**config.mk**
```make
export PLATFORM = sky130hd
export DESIGN_NAME = ecc_109_top
export DESIGN_NICKNAME = d
export VERILOG_FILES = /design/src/hdl/ecc_pkg.sv /design/src/hdl/ecc_check_if.sv /design/src/hdl/ecc_109_top.sv /design/src/hdl/ecc_data_correct.sv /design/src/hdl/ecc_syndrome_decode.sv /design/src/hdl/ecc_parity_gen.sv
export VERILOG_INCLUDE_DIRS = /design/src /design/src/hdl
export SDC_FILE = /design/constraint.sdc
export NUM_CORES = 1
export LEC_CHECK = 0
export BUFFER_PORTS_ARGS = -buffer_cell sky130_fd_sc_hd__buf_2
export CAP_MARGIN = 10
export CORE_ASPECT_RATIO = 1.2
export CORE_UTILIZATION = 40
export DETAILED_ROUTE_END_ITERATION = 6
export GPL_ROUTABILITY_DRIVEN = 0
export PLACE_DENSITY = 0.66
export SYNTH_ARGS = -nofsm -noshare
export SYNTH_HDL_FRONTEND = slang
export SYNTH_HIERARCHICAL = 1
export SYNTH_SLANG_ARGS = --single-unit
```
**constraint.sdc**
```tcl
create_clock -name vclk -period 14.5
set_clock_uncertainty 0.2 [all_clocks]
set_input_delay 1.45 -clock vclk [all_inputs]
set_output_delay 1.45 -clock vclk [all_outputs]
set_load 0.02 [all_outputs]
```
**src/hdl/ecc_params.svh**
```systemverilog
`ifndef ECC_PARAMS_SVH
`define ECC_PARAMS_SVH

// widths of the 109/8 secded code.

// data word width.
`define ECC_DATA_W  109

// check word width, also the syndrome width.
`define ECC_CHECK_W 8

// Hamming position width. It is also wide enough for a data bit index.
`define ECC_POS_W   7

`endif
```
**src/hdl/ecc_pkg.sv**
```systemverilog
`default_nettype none

`include "ecc_params.svh"

package ecc_pkg;

    typedef logic [`ECC_DATA_W-1:0]  data_t;     // one data word.
    typedef logic [`ECC_CHECK_W-1:0] check_t;    // check word or syndrome.
    typedef logic [`ECC_POS_W-1:0]   bit_idx_t;  // index of a data bit.

    // H matrix column of data bit idx.
    // Data bit i sits at the i-th position from 3 upward that is not a
    // power of two. The low bits hold that position. The top bit makes
    // the column weight odd.
    function automatic check_t data_column(input int unsigned idx);
        int unsigned           pos;
        int unsigned           cnt;
        int unsigned           n;
        int unsigned           ones;
        logic [`ECC_POS_W-1:0] code;
        logic                  even;

        pos = 0;
        cnt = 0;
        for (n = 3; n < (1 << `ECC_POS_W); n++) begin
            if ((n & (n - 1)) != 0) begin  // powers of two are skipped.
                if (cnt == idx) begin
                    pos = n;
                end
                cnt++;
            end
        end

        code = pos[`ECC_POS_W-1:0];
        ones = 0;
        for (n = 0; n < `ECC_POS_W; n++) begin
            ones += code[n];
        end
        even = ~ones[0];  // pad even weight to odd.

        return {even, code};
    endfunction

endpackage

`default_nettype wire

```
**src/hdl/ecc_check_if.sv**
```systemverilog
`timescale 1ns/1ps
`default_nettype none

// decoded syndrome, decoder to corrector.
interface ecc_check_if;

    logic             flip_hit;    // syndrome equals a data column.
    ecc_pkg::bit_idx_t flip_index;  // data bit to invert.
    logic             single_err;  // data or check bit error.
    logic             double_err;  // uncorrectable.

    modport decode (
        output flip_hit,
        output flip_index,
        output single_err,
        output double_err
    );

    modport correct (
        input flip_hit,
        input flip_index,
        input single_err,
        input double_err
    );

endinterface

`default_nettype wire

```
**src/hdl/ecc_109_top.sv**
```systemverilog
`timescale 1ns/1ps
`default_nettype none

`include "ecc_params.svh"

module ecc_109_top (
    input  logic [`ECC_DATA_W-1:0]  data_in,
    output logic [`ECC_DATA_W-1:0]  data_out,
    input  logic [`ECC_CHECK_W-1:0] parity_in,
    output logic [`ECC_CHECK_W-1:0] parity_out,
    input  logic                    bypass,
    output logic                    sbit_err,
    output logic                    dbit_err
);

    ecc_check_if dec_if ();

    // check bits of the received data.
    ecc_parity_gen ecc_parity_gen_inst (
        .data  (data_in),
        .check (parity_out)
    );

    ecc_syndrome_decode ecc_syndrome_decode_inst (
        .check_rx   (parity_in),
        .check_calc (parity_out),  // also the encoder output.
        .dec        (dec_if.decode)
    );

    ecc_data_correct ecc_data_correct_inst (
        .data_rx  (data_in),
        .bypass   (bypass),
        .dec      (dec_if.correct),
        .data_fix (data_out),
        .sbit_err (sbit_err),
        .dbit_err (dbit_err)
    );

endmodule

`default_nettype wire

```
**src/hdl/ecc_data_correct.sv**
```systemverilog
`timescale 1ns/1ps
`default_nettype none

module ecc_data_correct (
    input  ecc_pkg::data_t data_rx,
    input  logic           bypass,
    ecc_check_if.correct   dec,
    output ecc_pkg::data_t data_fix,
    output logic           sbit_err,
    output logic           dbit_err
);

    logic fix_en;

    assign fix_en = dec.flip_hit & ~bypass;

    // invert the one bad data bit.
    always_comb begin
        data_fix = data_rx;
        if (fix_en) begin
            data_fix[dec.flip_index] = ~data_rx[dec.flip_index];
        end
    end

    // flags silenced in bypass.
    assign sbit_err = dec.single_err & ~bypass;
    assign dbit_err = dec.double_err & ~bypass;

endmodule

`default_nettype wire

```
**src/hdl/ecc_syndrome_decode.sv**
```systemverilog
`timescale 1ns/1ps
`default_nettype none

`include "ecc_params.svh"

module ecc_syndrome_decode (
    input  ecc_pkg::check_t check_rx,
    input  ecc_pkg::check_t check_calc,
    ecc_check_if.decode     dec
);

    ecc_pkg::check_t   syndrome;
    wire ecc_pkg::data_t col_match;   // one bit per data column.
    logic              hit;
    ecc_pkg::bit_idx_t idx;
    logic              check_bit_err;
    logic              nonzero;
    logic              single;

    assign syndrome = check_rx ^ check_calc;
    assign nonzero  = |syndrome;

    // compare against every data column.
    for (genvar i = 0; i < `ECC_DATA_W; i++) begin : g_col
        localparam ecc_pkg::check_t COL = ecc_pkg::data_column(i);

        assign col_match[i] = (syndrome == COL);
    end

    // columns are distinct, so at most one match.
    always_comb begin
        hit = |col_match;
        idx = '0;
        for (int i = 0; i < `ECC_DATA_W; i++) begin
            if (col_match[i]) begin
                idx = ecc_pkg::bit_idx_t'(i);
            end
        end
    end

    // a lone set bit means a flipped check bit. Nothing to correct in data.
    assign check_bit_err = nonzero && ((syndrome & (syndrome - 1'b1)) == '0);

    assign single = hit | check_bit_err;

    // Data columns have odd weight, so two flips give an even, nonzero
    // syndrome that neither matches a column nor has one set bit.
    assign dec.flip_hit   = hit;
    assign dec.flip_index = idx;
    assign dec.single_err = single;
    assign dec.double_err = nonzero & ~single;

endmodule

`default_nettype wire

```
**src/hdl/ecc_parity_gen.sv**
```systemverilog
`timescale 1ns/1ps
`default_nettype none

`include "ecc_params.svh"

module ecc_parity_gen (
    input  ecc_pkg::data_t  data,
    output ecc_pkg::check_t check
);

    // row b of the H matrix, i.e. the data bits that feed check bit b.
    function automatic ecc_pkg::data_t row_mask(input int unsigned b);
        ecc_pkg::data_t  m;
        ecc_pkg::check_t col;
        int unsigned     i;

        m = '0;
        for (i = 0; i < `ECC_DATA_W; i++) begin
            col  = ecc_pkg::data_column(i);
            m[i] = col[b];
        end
        return m;
    endfunction

    // one XOR tree per check bit.
    for (genvar b = 0; b < `ECC_CHECK_W; b++) begin : g_check
        localparam ecc_pkg::data_t ROW = row_mask(b);

        assign check[b] = ^(data & ROW);  // rows fixed at elaboration.
    end

endmodule

`default_nettype wire

```
== Word level (Yosys, flattened, before mapping) ==
Index checks and enable logic that the tools add are counted.

* Flip-flop bits (word level): 0
* Word-level logic and storage cells: 249
* Output and inout bits: 119

* Eq/ne operators: 109
* $lt $le $gt $ge: 2
* Bitwise logic cells: 10
* Reductions and logical operators: 13
* Muxes and demuxes: 114
* Add/sub/neg operators: 1

{| class="wikitable"
|+ Operator list
! cell !! count
|-
| XOR reduction 109 bit || 8
|-
| equality test 8 bit (second input constant) || 58
|-
| 2-to-1 mux 7 bit || 45
|-
| equality test 8 x 7 -> 1 bit (second input constant) || 25
|-
| 2-to-1 mux 6 bit || 32
|-
| equality test 8 x 6 -> 1 bit (second input constant) || 15
|-
| bitwise mux 109 bit || 1
|-
| 2-to-1 mux 109 bit || 1
|-
| OR reduction 109 bit || 1
|-
| 2-to-1 mux 5 bit || 16
|-
| equality test 8 x 5 -> 1 bit (second input constant) || 7
|-
| 2-to-1 mux 4 bit || 8
|-
| equality test 8 x 4 -> 1 bit (second input constant) || 3
|-
| 2-to-1 mux 3 bit || 4
|-
| bitwise AND 8 bit || 1
|-
| equality test 8 x 3 -> 1 bit (second input constant) || 1
|-
| logical NOT 8 bit || 1
|-
| < comparator 7 x 8 -> 1 bit (second input constant) || 1
|-
| OR reduction 8 bit || 1
|-
| subtractor 8 x 1 -> 8 bit (second input constant) || 1
|-
| bitwise XOR 8 bit || 1
|-
| binary-select mux 1 bit (select 7 bit) || 1
|-
| demux 1 bit (select 7 bit) || 1
|-
| >= comparator 7 x 1 -> 1 bit (second input constant) || 1
|-
| other kinds (6) || 15
|}

== Logic depth before layout (Yosys ltp) ==
* Word-level depth: 117
* Gate-level depth with buffers: 25

== Cells and area by module ==
The synthesis kept the hierarchy.

{| class="wikitable"
|+ By module, submodules not included
! module !! cells each !! area each (µm²) !! instances
|-
| ecc_data_correct || 444 || 3,154.3 || 1
|-
| ecc_parity_gen || 223 || 2,074.5 || 1
|-
| ecc_syndrome_decode || 282 || 1,747.9 || 1
|}

== Worst setup path before layout ==
OpenSTA, ideal clock, no wires.

* Path type: in2out
* Start: input port data_in[48]
* End: output port data_out[100]
* Data required time: 12.850 ns
* Arrival: 7.021 ns
* Cell stages on the path: 22
* Path slack: 5.829 ns
* Path buffers: 6
* Path through: xor2_1 -> xnor2_1 -> xnor3_1 -> xnor3_1 -> xnor2_1 -> xnor2_1 -> xnor2_1 -> clkbuf_1 -> clkbuf_1 -> nor4_1 -> a41oi_1 -> o211ai_1 -> a2111oi_0 -> o2111ai_1 -> buf_6 -> buf_8 -> buf_4 -> nand2_1 -> o21ai_0 -> o311a_1 -> buf_2 -> o41ai_1

* Word-level cells in the longest chain between the ends: 117

{| class="wikitable"
|+ RTL lines
! element !! line !! text
|-
| start, declared || ecc_109_top.sv:7 || <nowiki>input logic [`ECC_DATA_W-1:0] data_in,</nowiki>
|-
| XOR reduction 109 bit * || ecc_parity_gen.sv:29 || <nowiki>assign check[b] = ^(data & ROW);</nowiki>
|-
| named net parity_out[1] || ecc_109_top.sv:10 || <nowiki>output logic [`ECC_CHECK_W-1:0] parity_out,</nowiki>
|-
| bitwise XOR 8 bit * || ecc_syndrome_decode.sv:20 || <nowiki>assign syndrome = check_rx ^ check_calc;</nowiki>
|-
| equality test 8 bit || ecc_syndrome_decode.sv:27 || <nowiki>assign col_match[i] = (syndrome == COL);</nowiki>
|-
| 2-to-1 mux 1 bit || ecc_syndrome_decode.sv:35 || <nowiki>if (col_match[i]) begin</nowiki>
|-
| 2-to-1 mux 2 bit (2 in a row) || ecc_syndrome_decode.sv:35 ||
|-
| 2-to-1 mux 3 bit (4 in a row) || ecc_syndrome_decode.sv:35 ||
|-
| 2-to-1 mux 4 bit (8 in a row) || ecc_syndrome_decode.sv:35 ||
|-
| (+92 left out) || n/a ||
|-
| 2-to-1 mux 7 bit * || ecc_syndrome_decode.sv:35 ||
|-
| named net dec_if.flip_index[0] || ecc_check_if.sv:8 || <nowiki>ecc_pkg::bit_idx_t flip_index;</nowiki>
|-
| < comparator 7 x 8 -> 1 bit (implied by the code) or >= comparator 7 x 1 -> 1 bit (tied branches) || ecc_data_correct.sv:21 || <nowiki>data_fix[dec.flip_index] = ~data_rx[dec.flip_index];</nowiki>
|-
| logical AND 1 bit (implied by the code) || ecc_data_correct.sv:21 ||
|-
| 2-to-1 mux 1 bit (implied by the code) || ecc_data_correct.sv:21 ||
|-
| demux 1 bit (select 7 bit) || n/a ||
|-
| bitwise mux 109 bit * || ecc_data_correct.sv:21 ||
|-
| 2-to-1 mux 109 bit * || ecc_data_correct.sv:20 || <nowiki>if (fix_en) begin</nowiki>
|-
| end, declared || ecc_109_top.sv:8 || <nowiki>output logic [`ECC_DATA_W-1:0] data_out,</nowiki>
|}

Mark *: on every way through the listed nets, which the timed path passes. The rest lies on a longest branch. The select of a mux whose other input is x is not followed.

== Worst setup path in the final report ==
* Start: input port data_in[86]
* End: output port data_out[47]

{| class="wikitable"
|+ RTL lines
! element !! line !! text
|-
| XOR reduction 109 bit || ecc_parity_gen.sv:29 ||
|-
| bitwise XOR 8 bit * || ecc_syndrome_decode.sv:20 ||
|-
| equality test 8 bit (tied with other cells) || ecc_syndrome_decode.sv:27 ||
|-
| OR reduction 109 bit * || ecc_syndrome_decode.sv:32 || <nowiki>hit = |col_match;</nowiki>
|-
| named net dec_if.flip_hit || ecc_check_if.sv:7 || <nowiki>logic flip_hit;</nowiki>
|-
| bitwise AND 1 bit * || ecc_data_correct.sv:15 || <nowiki>assign fix_en = dec.flip_hit & ~bypass;</nowiki>
|-
| 2-to-1 mux 109 bit * || ecc_data_correct.sv:20 ||
|}

Marked as above.

==> flow_metrics.py <==
metrics = {
    "finish": {
        "area_growth_pct": 18.1,
        "clkbuf_count": 0,
        "nets": 1248,
        "n_antenna_cell": 0,
        "nFlopsAndLatches": 0,
        "regArea_sq_um": 0,
        "drive_gt1_frac": 0.295,
    },
    "timing": {
        "fin_hold_ws_ns": 3.01,
        "finalMaxSlewViolations": 0,
        "slew-limit-headroom": 0.202,
        "tightestPinTransition_ns": 1.19,
        "fin_crit_sh": 0.707,
        "finalSetupTns_ns": 0,
        "hold_viol": 0,
        "post-route-min-period_ns": 10.26,
        "setup_viol": 0,
        "rsz0062_at_grt": "false",
        "max_freq_mhz": 97.5,
    },
    "critical_path": {
        "crit_buf_inv": 2,
        "crit_chain": "buf_2 -> xor2_1 -> xnor2_1 -> xnor2_1 -> xnor3_2 -> xnor2_1 -> xor3_1 -> xor2_1 -> nand2_1 -> o41ai_1 -> or4_1 -> and4bb_1 -> nand2_1 -> nor2b_1 -> nand2_1 -> nor2_2 -> a21oi_1 -> a31oi_4 -> buf_2",
        "cp.arrival_ns": 8.61,
        "cp-endpoint": "data_out[47]",
        "end_kind": "primary output",
        "cp_max_fo": 22,
        "path_depth": 19,
        "critPathLaunch": "data_in[86]",
        "path_delay_family": "simple AND/OR/NAND/NOR gates",
        "worst_path_max_delay_cell": "nor2_2",
        "crit_required_ns": 12.85,
        "worstSetupPathType": "input pin to primary output",
        "critPathMaxStageDelay_ns": 0.90,
        "start_kind": "input pin",
    },
    "hold_path": {
        "hold_class": "input pin to primary output",
        "min_from": "bypass",
    },
    "global_route": {
        "grt_pass1_vias": 8205,
        "grt_pass1_wl_um": 48300,
        "grt_overflow": 0,
        "antenna_found_initial": 1,
        "grt_max_degree": 51,
        "grt_use_total": 0.348,
    },
    "clock_network": {
        "postCtsSetupRepairBufs": 0,
        "hold_buffers": 0,
        "postCtsResizedCells": 0,
    },
    "die": {
        "coreArea_sq_um": 17000,
        "initial_utilization": 0.411,
        "die_x_um": 123,
        "rows": 52,
        "ioPinCount": 237,
        "die_area_sq_um": 18000,
        "die_h_um": 147,
    },
    "synthesis": {
        "avgSynthCellArea_sq_um": 7.35,
        "synth_area_sq_um": 6980,
        "synth.top_cell.area_share": 0.251,
        "yosysUniqueCellTypes": 74,
        "synthCells": 949,
        "ys_seq_area_frac": 0,
        "ys_warn_count": 6,
        "synth_nets": 1067,
        "synth_area_leaders": "xnor2_1 25%, a21oi_1 7.0%, a31oi_1 5.5%",
        "synth_most_common_cell": "xnor2_1",
        "synth_common_cells": "200 x xnor2_1, 98 x a21oi_1, 61 x a31oi_1",
        "synth_top_area_cell": "xnor2_1",
    },
    "placed_design": {
        "port_buffers": 237,
        "place.detailed.hpwl_um": 24900,
    },
    "routing": {
        "drt-met1-wl_um": 11200,
        "drtPass1Iterations": 7,
        "route.met3.wl_um": 3600,
        "vias_per_cell": 6.64,
        "wl_met2_um": 14800,
        "ant_nets": 0,
        "post-route-drc-count": 39,
        "post_drt_wl_per_cell_um": 23.9,
        "vias": 8930,
        "drt_iter0_drc": 1413,
        "drt-total-wl_um": 32200,
        "top_layer_used": "met5",
    },
    "outcome": {
        "violations": "design-rule violations",
        "status": "complete, but fails checks",
    },
    "job": {
        "maxCapViolCount": 0,
    },
}
[worst min-delay path by stage]
stage,to,cells after the start
floorplan,dbit_err,1
global placement,dbit_err,3
detailed placement,dbit_err,3
CTS,dbit_err,3
global route,sbit_err,3
finish,dbit_err,3
[kinds of logic after synthesis]
group                     count (synthesis)  share of synthesized area
muxes                                    43                     0.0931
xor gates and xnor gates                258                      0.350
AOI/OAI and AO/OA                       310                      0.309
and+or+nand+nor                         247                      0.181
buffers and inverters                    91                     0.0667
[metrics by stage]
| stage | instances | area, sq um | utilization | setup slack [ns] |
|---|---|---|---|---|
| floorplan | 949 | 6980 | - | 5.83 |
| global placement | 1344 | 8240 | 0.485 | 4.70 |
| detailed placement | 1344 | 8240 | 0.485 | 4.59 |
| CTS | 1344 | 8240 | 0.485 | 4.59 |
| global route | 1344 | 8240 | 0.485 | 3.79 |
| finish | 1344 | 8240 | 0.485 | 4.24 |
[area by class of cell]
class / count / area (sq um)
fill: 1718 / 8740
inverter: 8 / 30.0
multi-input combinational: 858 / 6560
tap: 216 / 270
timing repair buffer: 262 / 1370
[layer usage]
metal  GRT usage  vias to the layer above
li1            -                     3947
met1       0.430                     4032
met2       0.565                      744
met3      0.0516                      205
met4       0.201                        2
met5           0                        -
[cell usage in the layout (no fill, tap or decap), types with 18 or more instances in the layout]
cell,n
buf_2,237
xnor2_1,200
a21oi_1,98
a31oi_1,61
nor2_1,53
nand2_1,52
xor2_1,43
a41oi_1,28
o21ai_0,27
buf_4,25
nor3_1,24
nand3_1,22
mux2_2,20
nor4_1,18
Power is not shown: default switching activity piles up to over one toggle a cycle in this logic, so the estimate is an artifact.
